### config.mk
export PLATFORM = sky130hd
export DESIGN_NAME = dram_cmd_top
export DESIGN_NICKNAME = d
export VERILOG_FILES = /design/src/source/dram_pkg.sv /design/src/source/command_sequencer.sv /design/src/source/dram_cmd_top.sv /design/src/source/dram_request_port.sv /design/src/source/request_fifo.sv /design/src/source/signal_gen.sv
export VERILOG_INCLUDE_DIRS = /design/src /design/src/source
export SDC_FILE = /design/constraint.sdc
export NUM_CORES = 1
export LEC_CHECK = 0
export ABC_AREA = 1
export BUFFER_PORTS_ARGS = -buffer_cell sky130_fd_sc_hd__buf_2
export CAP_MARGIN = 15
export CORE_MARGIN = 2
export CORE_UTILIZATION = 53
export CTS_BUF_LIST = sky130_fd_sc_hd__clkbuf_8
export DETAILED_ROUTE_END_ITERATION = 6
export GPL_ROUTABILITY_DRIVEN = 0
export PLACE_DENSITY = 0.72
export SYNTH_ARGS = -nofsm -noshare
export SYNTH_HDL_FRONTEND = slang
export SYNTH_SLANG_ARGS = --single-unit
### constraint.sdc
create_clock -name CLK -period 5 [get_ports CLK]
set_input_delay 0.5 -clock CLK [delete_from_list [all_inputs] [get_ports CLK]]
set_output_delay 0.5 -clock CLK [all_outputs]
set_load 0.005 [all_outputs]
### src/source/dram_macros.svh
`ifndef DRAM_MACROS_SVH
`define DRAM_MACROS_SVH

// request buffer entries
`define FIFO_DEPTH 4

// init holds, in clock cycles
`define POWER_UP_CYCLES 10
`define RESET_CYCLES 12

// NOP cycles after every issued command, at least one
`define CMD_GAP 3

// cycles between refresh requests, counted from init done
`define REFRESH_INTERVAL 400

`endif

### src/source/dram_pkg.sv
package dram_pkg;

    // field widths
    parameter int RANK_BITS       = 1;
    parameter int BANK_GROUP_BITS = 2;
    parameter int BANK_BITS       = 2;
    parameter int ADDR_BITS       = 14;
    parameter int ROW_BITS        = 17;
    parameter int COL_BITS        = 10;

    typedef enum logic [4:0] {
        POWER_UP,
        PRE_RESET,
        RESET,
        NOP,
        LOAD_MODE_DLL,
        LOAD_BG0_REG3,
        LOAD_BG1_REG6,
        LOAD_BG1_REG5,
        LOAD_BG1_REG4,
        LOAD_BG0_REG2,
        LOAD_BG0_REG1,
        LOAD_BG0_REG0,
        ZQ_CL,
        IDLE,
        ACTIVATE,
        READ,
        WRITE,
        PRECHARGE,
        REFRESH
    } seq_state_t;

    // bit order is cs_n, act_n, ras_n, cas_n, we_n
    typedef enum logic [4:0] {
        DESEL_CMD     = 5'b11111,
        POWER_UP_PRG  = 5'b10000,
        LOAD_MODE_CMD = 5'b01000,
        REFRESH_CMD   = 5'b01001,
        PRECHARGE_CMD = 5'b01010,
        WRITE_CMD     = 5'b01100,
        READ_CMD      = 5'b01101,
        ZQ_CMD        = 5'b01110
    } cmd_t;

    // with act_n low the ras/cas/we pins carry row bits 16..14
    typedef union packed {
        cmd_t cmd;
        struct packed {
            logic       cs_n;
            logic       act_n;
            logic [2:0] row_hi;
        } act;
    } dram_cmd_u;

    typedef struct packed {
        logic                       write;
        logic [BANK_GROUP_BITS-1:0] bg;
        logic [BANK_BITS-1:0]       ba;
        logic [ROW_BITS-1:0]        row;
        logic [COL_BITS-1:0]        col;
    } dram_req_t;

    typedef struct packed {
        dram_cmd_u                  cmd;
        logic                       cke;
        logic                       reset_n;
        logic                       pwr;
        logic                       vref_ca;
        logic                       vref_dq;
        logic [RANK_BITS-1:0]       c;
        logic [BANK_GROUP_BITS-1:0] bg;
        logic [BANK_BITS-1:0]       ba;
        logic [ADDR_BITS-1:0]       addr;
        logic                       addr_17;
    } dram_pins_t;

endpackage

### src/source/command_sequencer.sv
`timescale 1ns/100ps
`include "dram_macros.svh"

module command_sequencer
    import dram_pkg::*;
(
    input  logic       CLK,
    input  logic       reset,
    input  logic       empty,
    input  dram_req_t  head,
    output logic       pop,
    output seq_state_t state,
    output seq_state_t nstate,
    output dram_req_t  cur_req,
    output logic       ref_all,
    output logic       init_done
);

    logic [15:0] hold_cnt;
    logic [15:0] ref_cnt;
    logic        ref_due;
    seq_state_t  ret_state;

    // command that follows once the gap after s has run out
    function automatic seq_state_t follow_up(input seq_state_t s, input logic wr,
                                             input logic ref_pre);
        seq_state_t nxt;
        case (s)
            LOAD_MODE_DLL: nxt = LOAD_BG0_REG3;
            LOAD_BG0_REG3: nxt = LOAD_BG1_REG6;
            LOAD_BG1_REG6: nxt = LOAD_BG1_REG5;
            LOAD_BG1_REG5: nxt = LOAD_BG1_REG4;
            LOAD_BG1_REG4: nxt = LOAD_BG0_REG2;
            LOAD_BG0_REG2: nxt = LOAD_BG0_REG1;
            LOAD_BG0_REG1: nxt = LOAD_BG0_REG0;
            LOAD_BG0_REG0: nxt = ZQ_CL;
            ACTIVATE:      nxt = wr ? WRITE : READ;
            READ:          nxt = PRECHARGE;
            WRITE:         nxt = PRECHARGE;
            PRECHARGE:     nxt = ref_pre ? REFRESH : IDLE;
            default:       nxt = IDLE;
        endcase
        return nxt;
    endfunction

    always_comb begin
        nstate = state;
        pop    = 1'b0;
        case (state)
            POWER_UP: begin
                if (hold_cnt == 16'(`POWER_UP_CYCLES - 1))
                    nstate = PRE_RESET;
            end
            PRE_RESET: nstate = RESET;
            RESET: begin
                if (hold_cnt == 16'(`RESET_CYCLES - 1))
                    nstate = LOAD_MODE_DLL;
            end
            NOP: begin
                if (hold_cnt == 16'(`CMD_GAP - 1))
                    nstate = ret_state;
            end
            IDLE: begin
                // refresh wins, and is only looked at here
                if (ref_due) begin
                    nstate = PRECHARGE;
                end else if (!empty) begin
                    pop    = 1'b1;
                    nstate = ACTIVATE;
                end
            end
            // every command state lasts a single cycle
            default: nstate = NOP;
        endcase
    end

    always_ff @(posedge CLK) begin
        if (reset) begin
            state     <= POWER_UP;
            hold_cnt  <= '0;
            ret_state <= IDLE;
            ref_all   <= 1'b0;
            init_done <= 1'b0;
        end else begin
            state    <= nstate;
            hold_cnt <= (nstate != state) ? '0 : hold_cnt + 1'b1;
            if (state != NOP && nstate == NOP)
                ret_state <= follow_up(state, cur_req.write, ref_all);
            if (state == IDLE && nstate != IDLE)
                ref_all <= ref_due;
            if (nstate == IDLE)
                init_done <= 1'b1;
        end
    end

    // refresh interval timer, runs once init is done
    always_ff @(posedge CLK) begin
        if (reset) begin
            ref_cnt <= '0;
            ref_due <= 1'b0;
        end else begin
            if (state == IDLE && ref_due)
                ref_due <= 1'b0;
            if (!init_done) begin
                ref_cnt <= '0;
            end else if (ref_cnt == 16'(`REFRESH_INTERVAL - 1)) begin
                ref_cnt <= '0;
                ref_due <= 1'b1;
            end else begin
                ref_cnt <= ref_cnt + 1'b1;
            end
        end
    end

    // request being served
    always_ff @(posedge CLK) begin
        if (pop)
            cur_req <= head;
    end

endmodule

### src/source/dram_cmd_top.sv
`timescale 1ns/100ps

module dram_cmd_top
    import dram_pkg::*;
(
    input  logic       CLK,
    input  logic       reset,
    input  logic       req,
    input  dram_req_t  req_data,
    output logic       ack,
    output dram_pins_t pins,
    output logic       init_done
);

    logic       push;
    dram_req_t  push_data;
    logic       full;
    logic       empty;
    dram_req_t  head;
    logic       pop;
    seq_state_t state;
    seq_state_t nstate;
    dram_req_t  cur_req;
    logic       ref_all;

    dram_request_port i_dram_request_port (
        .CLK       (CLK),
        .reset     (reset),
        .req       (req),
        .req_data  (req_data),
        .ack       (ack),
        .full      (full),
        .push      (push),
        .push_data (push_data)
    );

    request_fifo i_request_fifo (
        .CLK       (CLK),
        .reset     (reset),
        .push      (push),
        .push_data (push_data),
        .full      (full),
        .pop       (pop),
        .empty     (empty),
        .head      (head)
    );

    command_sequencer i_command_sequencer (
        .CLK       (CLK),
        .reset     (reset),
        .empty     (empty),
        .head      (head),
        .pop       (pop),
        .state     (state),
        .nstate    (nstate),
        .cur_req   (cur_req),
        .ref_all   (ref_all),
        .init_done (init_done)
    );

    signal_gen i_signal_gen (
        .CLK       (CLK),
        .reset     (reset),
        .state     (state),
        .nstate    (nstate),
        .cur_req   (cur_req),
        .ref_all   (ref_all),
        .pins      (pins)
    );

endmodule

### src/source/dram_request_port.sv
`timescale 1ns/100ps

module dram_request_port
    import dram_pkg::*;
(
    input  logic      CLK,
    input  logic      reset,
    input  logic      req,
    input  dram_req_t req_data,
    output logic      ack,
    input  logic      full,
    output logic      push,
    output dram_req_t push_data
);

    typedef enum logic {
        WAIT_REQ,
        WAIT_DROP
    } port_state_t;

    port_state_t port_state;
    port_state_t port_nstate;

    always_comb begin
        port_nstate = port_state;
        push        = 1'b0;
        case (port_state)
            WAIT_REQ: begin
                // hold off while the buffer has no room
                if (req && !full) begin
                    push        = 1'b1;
                    port_nstate = WAIT_DROP;
                end
            end
            WAIT_DROP: begin
                if (!req)
                    port_nstate = WAIT_REQ;
            end
            default: port_nstate = WAIT_REQ;
        endcase
    end

    always_ff @(posedge CLK) begin
        if (reset)
            port_state <= WAIT_REQ;
        else
            port_state <= port_nstate;
    end

    // ack is high for the whole time after the push until req drops
    assign ack       = (port_state == WAIT_DROP);
    assign push_data = req_data;

endmodule

### src/source/request_fifo.sv
`timescale 1ns/100ps
`include "dram_macros.svh"

module request_fifo
    import dram_pkg::*;
(
    input  logic      CLK,
    input  logic      reset,
    input  logic      push,
    input  dram_req_t push_data,
    output logic      full,
    input  logic      pop,
    output logic      empty,
    output dram_req_t head
);

    localparam int DEPTH = `FIFO_DEPTH;
    localparam int PTR_W = (DEPTH > 1) ? $clog2(DEPTH) : 1;
    localparam int CNT_W = $clog2(DEPTH + 1);

    dram_req_t        mem [DEPTH];
    logic [PTR_W-1:0] wr_ptr;
    logic [PTR_W-1:0] rd_ptr;
    logic [CNT_W-1:0] count;
    logic             do_push;
    logic             do_pop;

    assign do_push = push && !full;
    assign do_pop  = pop && !empty;

    assign full  = (count == CNT_W'(DEPTH));
    assign empty = (count == '0);
    // fall-through read
    assign head  = mem[rd_ptr];

    always_ff @(posedge CLK) begin
        if (do_push)
            mem[wr_ptr] <= push_data;
    end

    always_ff @(posedge CLK) begin
        if (reset) begin
            wr_ptr <= '0;
            rd_ptr <= '0;
            count  <= '0;
        end else begin
            if (do_push)
                wr_ptr <= (wr_ptr == PTR_W'(DEPTH - 1)) ? '0 : wr_ptr + 1'b1;
            if (do_pop)
                rd_ptr <= (rd_ptr == PTR_W'(DEPTH - 1)) ? '0 : rd_ptr + 1'b1;
            // simultaneous push and pop leaves count alone
            if (do_push && !do_pop)
                count <= count + 1'b1;
            else if (do_pop && !do_push)
                count <= count - 1'b1;
        end
    end

endmodule

### src/source/signal_gen.sv
`timescale 1ns/100ps

module signal_gen
    import dram_pkg::*;
(
    input  logic       CLK,
    input  logic       reset,
    input  seq_state_t state,
    input  seq_state_t nstate,
    input  dram_req_t  cur_req,
    input  logic       ref_all,
    output dram_pins_t pins
);

    dram_cmd_u cmd_word;
    logic      issue;

    // a command state drives its pins only in the cycle it is left
    assign issue = (state != nstate);

    always_comb begin
        cmd_word.cmd = DESEL_CMD;
        pins.cke     = 1'b1;
        pins.reset_n = 1'b1;
        pins.pwr     = 1'b1;
        pins.vref_ca = 1'b1;
        pins.vref_dq = 1'b1;
        pins.c       = '0;
        pins.bg      = '0;
        pins.ba      = '0;
        pins.addr    = '0;
        pins.addr_17 = 1'b0;

        case (state)
            POWER_UP: begin
                cmd_word.cmd = POWER_UP_PRG;
                pins.cke     = 1'b0;
                pins.reset_n = 1'b0;
                pins.pwr     = 1'b0;
                pins.vref_ca = 1'b0;
                pins.vref_dq = 1'b0;
            end
            PRE_RESET: begin
                // supplies up, device still held in reset
                cmd_word.cmd = POWER_UP_PRG;
                pins.cke     = 1'b0;
                pins.reset_n = 1'b0;
            end
            RESET: begin
                cmd_word.cmd = POWER_UP_PRG;
                pins.cke     = 1'b0;
            end
            LOAD_MODE_DLL, LOAD_BG0_REG3, LOAD_BG1_REG6, LOAD_BG1_REG5,
            LOAD_BG1_REG4, LOAD_BG0_REG2, LOAD_BG0_REG1, LOAD_BG0_REG0: begin
                if (issue)
                    cmd_word.cmd = LOAD_MODE_CMD;
                // mode register select and value
                case (state)
                    LOAD_MODE_DLL: {pins.bg, pins.ba, pins.addr} = {2'h0, 2'h1, 14'h0001};
                    LOAD_BG0_REG3: {pins.bg, pins.ba, pins.addr} = {2'h0, 2'h3, 14'h0000};
                    LOAD_BG1_REG6: {pins.bg, pins.ba, pins.addr} = {2'h1, 2'h2, 14'h080F};
                    LOAD_BG1_REG5: {pins.bg, pins.ba, pins.addr} = {2'h1, 2'h1, 14'h0800};
                    LOAD_BG1_REG4: {pins.bg, pins.ba, pins.addr} = {2'h1, 2'h0, 14'h1000};
                    LOAD_BG0_REG2: {pins.bg, pins.ba, pins.addr} = {2'h0, 2'h2, 14'h0088};
                    LOAD_BG0_REG1: {pins.bg, pins.ba, pins.addr} = {2'h0, 2'h1, 14'h0001};
                    default:       {pins.bg, pins.ba, pins.addr} = {2'h0, 2'h0, 14'h041D};
                endcase
                if (!issue)
                    {pins.bg, pins.ba, pins.addr} = '0;
            end
            ZQ_CL: begin
                if (issue) begin
                    cmd_word.cmd = ZQ_CMD;
                    // A10 high selects long calibration
                    pins.addr    = 14'h0400;
                end
            end
            ACTIVATE: begin
                if (issue) begin
                    cmd_word.act.cs_n   = 1'b0;
                    cmd_word.act.act_n  = 1'b0;
                    cmd_word.act.row_hi = cur_req.row[16:14];
                    pins.bg             = cur_req.bg;
                    pins.ba             = cur_req.ba;
                    pins.addr           = cur_req.row[13:0];
                end
            end
            READ, WRITE: begin
                if (issue) begin
                    cmd_word.cmd = (state == WRITE) ? WRITE_CMD : READ_CMD;
                    pins.bg      = cur_req.bg;
                    pins.ba      = cur_req.ba;
                    // A12 set for BL8, A10 clear for no auto precharge
                    pins.addr    = {1'b0, 1'b1, 1'b0, 1'b0, cur_req.col};
                end
            end
            PRECHARGE: begin
                if (issue) begin
                    cmd_word.cmd  = PRECHARGE_CMD;
                    pins.bg       = ref_all ? '0 : cur_req.bg;
                    pins.ba       = ref_all ? '0 : cur_req.ba;
                    pins.addr[10] = ref_all;
                end
            end
            REFRESH: begin
                if (issue)
                    cmd_word.cmd = REFRESH_CMD;
            end
            default: cmd_word.cmd = DESEL_CMD;
        endcase

        pins.cmd = cmd_word;
    end

endmodule

==> results.yml <==
grt:
  grt_pass1_vias: 5726
  grt_remaining_overflow: 0
  grt.busiest_layer: "met2"
  grtUsageMet2_pct: 33.9
  grt_use_total_pct: 20.6
  grt_max_degree: 68
  use_met1_pct: 27.1
  antenna_found_initial: 0
  grt_pass1_wl_um: 28800
  use_met3_pct: 4.03
die:
  ios: 67
  fp.dieH_um: 134
  coreArea_sq_um: 16500
  start_util_pct: 54.0
  num_rows: 47
  die_area_sq_um: 17800
  dieWidth_um: 134
cts:
  htree_levels: 2
  clkSinkCount: 213
  cts_setup_buffers: 0
  clkSlewWorstSetupHoldPaths_ns: 0.06
  ctsResizeCount: 0
  clkLatencyLatePin_ns: 0.52
  max-clock-path-buffers: 3
  root_buffer: "clkbuf_8"
  cts_tree: "done"
  cts_hold_buf: 0
  cts_made_buffers: 35
sta:
  hold_viol: 0
  rsz0062_at_grt: "no"
  tns_ns: 0
  relSlewSlack_pct: 23.2
  worst_slew_pin_slew_ns: 1.15
  finalSetupViolations: 0
  holdWs_ns: 0.191
  slew_viol_final: 0
  finClkSkew_ns: 0.0202
  max_freq_mhz: 270
  finalCriticalPeriod_ns: 3.70
  fin_crit_sh_pct: 74.1
cells_and_area:
  layout_commonest_cell: "edfxtp_1"
  fill_cells: 1389
  area_growth_pct: 12.9
  design_area_sq_um: 10000
  diodes: 0
  drive_gt1_share_pct: 16.2
  final_cell_mix: "edfxtp_1, nor2_1, nand2_1"
  utilization_pct: 61.0
  fin_nets: 935
critical_path:
  critPathKind: "flip-flop to output port"
  cp.required_ns: 4.50
  r2r_cells: 12
  startpoint_type: "flip-flop"
  r2r_end: "i_command_sequencer.hold_cnt[4]"
  cp_max_fo: 21
  r2r_start: "i_command_sequencer.state[1]"
  worst_ep_arrival_time_ns: 3.20
  cp-end-kind: "output port"
  reg2reg_slack_ns: 2.39
hold_path:
  hold_end: "i_request_fifo.mem[3][24]"
  min_from: "req_data[24]"
  worstHoldPathCells: 1
  hold_class: "input pin to flip-flop"
detailed_routing:
  antenna_left: 0
  drc_errors: 0
  wirelength_um: 18000
  via_per_inst: 5.36
  dr.pass1.iters: 5
  avgRoutedWirePerCell_um: 15.9
  vias: 6055
  drt-initial-drc-count: 387
synthesis:
  ys_seq_elements: 213
  synth-async-reset-ratio_pct: 0
  syn_inst: 814
  synth_area_sq_um: 8890
  ys_types: 44
  ys.warnings.count: 0
  synth-edff-count: 160
  ys_seq_area_share_pct: 66.0
  synth-main-ff-cell: "edfxtp_1"
  synth.avg_cell_area_sq_um: 10.9
place:
  place_hpwl_um: 11000
  port_buffers: 64
  place_area_sq_um: 9410
run_status:
  status: "completed"
power_and_ir_drop:
  powerDensity_nw_per_um2: 347
  vdd_drop_max_mv: 0.259
  p_leak_uw: 0.00375
flow_run:
  drv_cap: 0
==> metrics by stage <==
step / instances / setup slack, ns / total power [uW]
2_1_floorplan: 815 / 2.19 / 2140
3_3_place_gp: 1071 / 1.89 / 2200
3_5_place_dp: 1071 / 1.83 / 2200
4_1_cts: 1129 / 1.26 / 3520
5_1_grt: 1130 / 1.03 / 3630
6_report: 1130 / 1.30 / 3490
==> layout make-up <==
type / instances / area, sq um / area share [%]
clock inverters: 21 / 90.1 / 0.897
repair buffers: 69 / 378 / 3.76
clock buffers: 37 / 509 / 5.07
multi-input cells: 496 / 2640 / 26.3
well taps: 220 / 275 / 2.74
inverters: 74 / 278 / 2.77
flip-flops and latches: 213 / 5870 / 58.4
==> worst max-delay path: stages (launching register included) <==
cell and delay [ns]:
dfxtp_1 0.36, inv_1 0.13, nand2_2 0.11, nor2_4 0.18, nand2_2 0.12, nor2_4 0.35, buf_4 0.38, nor2_1 0.12
nand3_1 0.09, nand2_1 0.06, nor2_2 0.12, nand3_4 0.26, nand2_1 0.13, nand2_1 0.05, nand2_1 0.10, buf_2 0.11
==> how the worst max path moves through the flow <==
stage          slack, ns                    startpoint                        to  cells past startpoint
5_1_grt             1.03  i_command_sequencer.state[4]                  pins[27]                     15
2_1_floorplan       2.19                           req  i_request_fifo.mem[0][0]                      4
3_3_place_gp        1.89  i_command_sequencer.state[4]                  pins[27]                     15
3_5_place_dp        1.83  i_command_sequencer.state[1]                  pins[27]                     15
6_report            1.30  i_command_sequencer.state[1]                  pins[27]                     15
4_1_cts             1.26  i_command_sequencer.state[4]                  pins[27]                     15
==> kinds of logic after synthesis <==
kind of cell               count (synthesis)  share of synthesized area, %
and+or+nand+nor                          314                          16.4
DFF                                      213                          66.0
AOI/OAI and AO/OA                        154                          9.81
buffers and inverters                    106                          4.73
xor gates and xnor gates                  15                          1.48
adders and majority gates                 11                          1.63
other                                      1                        0.0422
==> power by group <==
group / total (uW) / switching [uW] / internal, uW
sequential: 2010 / 21.4 / 1990
clock: 1320 / 639 / 681
combinational: 159 / 112 / 46.3
total: 3490 / 773 / 2720
==> cell usage after synthesis, types with 10 or more instances <==
| cell | instances | area [sq um] |
|---|---|---|
| edfxtp_1 | 160 | 4800 |
| nor2_1 | 128 | 480 |
| nand2_1 | 89 | 334 |
| o21ai_0 | 78 | 390 |
| inv_1 | 70 | 263 |
| dfxtp_1 | 53 | 1060 |
| o22ai_1 | 32 | 200 |
| clkbuf_1 | 27 | 101 |
| nand3_1 | 24 | 120 |
| a21oi_1 | 21 | 105 |
| nor3_1 | 21 | 105 |
| nand4_1 | 14 | 87.6 |
| xor2_1 | 11 | 96.3 |
| ha_1 | 10 | 125 |
| nor3_2 | 10 | 100 |
==> routing by layer <==
| metal | part of all wire [%] | wire length [um] |
|---|---|---|
| met1 | 44 | 7820 |
| met2 | 48 | 8660 |
| met3 | 5.6 | 1000 |
| met4 | 2.6 | 467 |
| met5 | 0 | 0 |
==> registers in the layout (all words and copies together), names as in the netlist <==
signal                         cells
i_request_fifo.wr_ptr              2
i_request_fifo.mem               128
i_command_sequencer.state          5
i_command_sequencer.init_done      1
i_command_sequencer.ref_all        1
i_command_sequencer.ret_state      5
i_request_fifo.count               3
i_request_fifo.rd_ptr              2
i_dram_request_port.ack            1
i_command_sequencer.ref_cnt       16
i_command_sequencer.ref_due        1
i_command_sequencer.hold_cnt      16
i_command_sequencer.cur_req       32
Note: power is estimated with default switching activity, not from simulation.
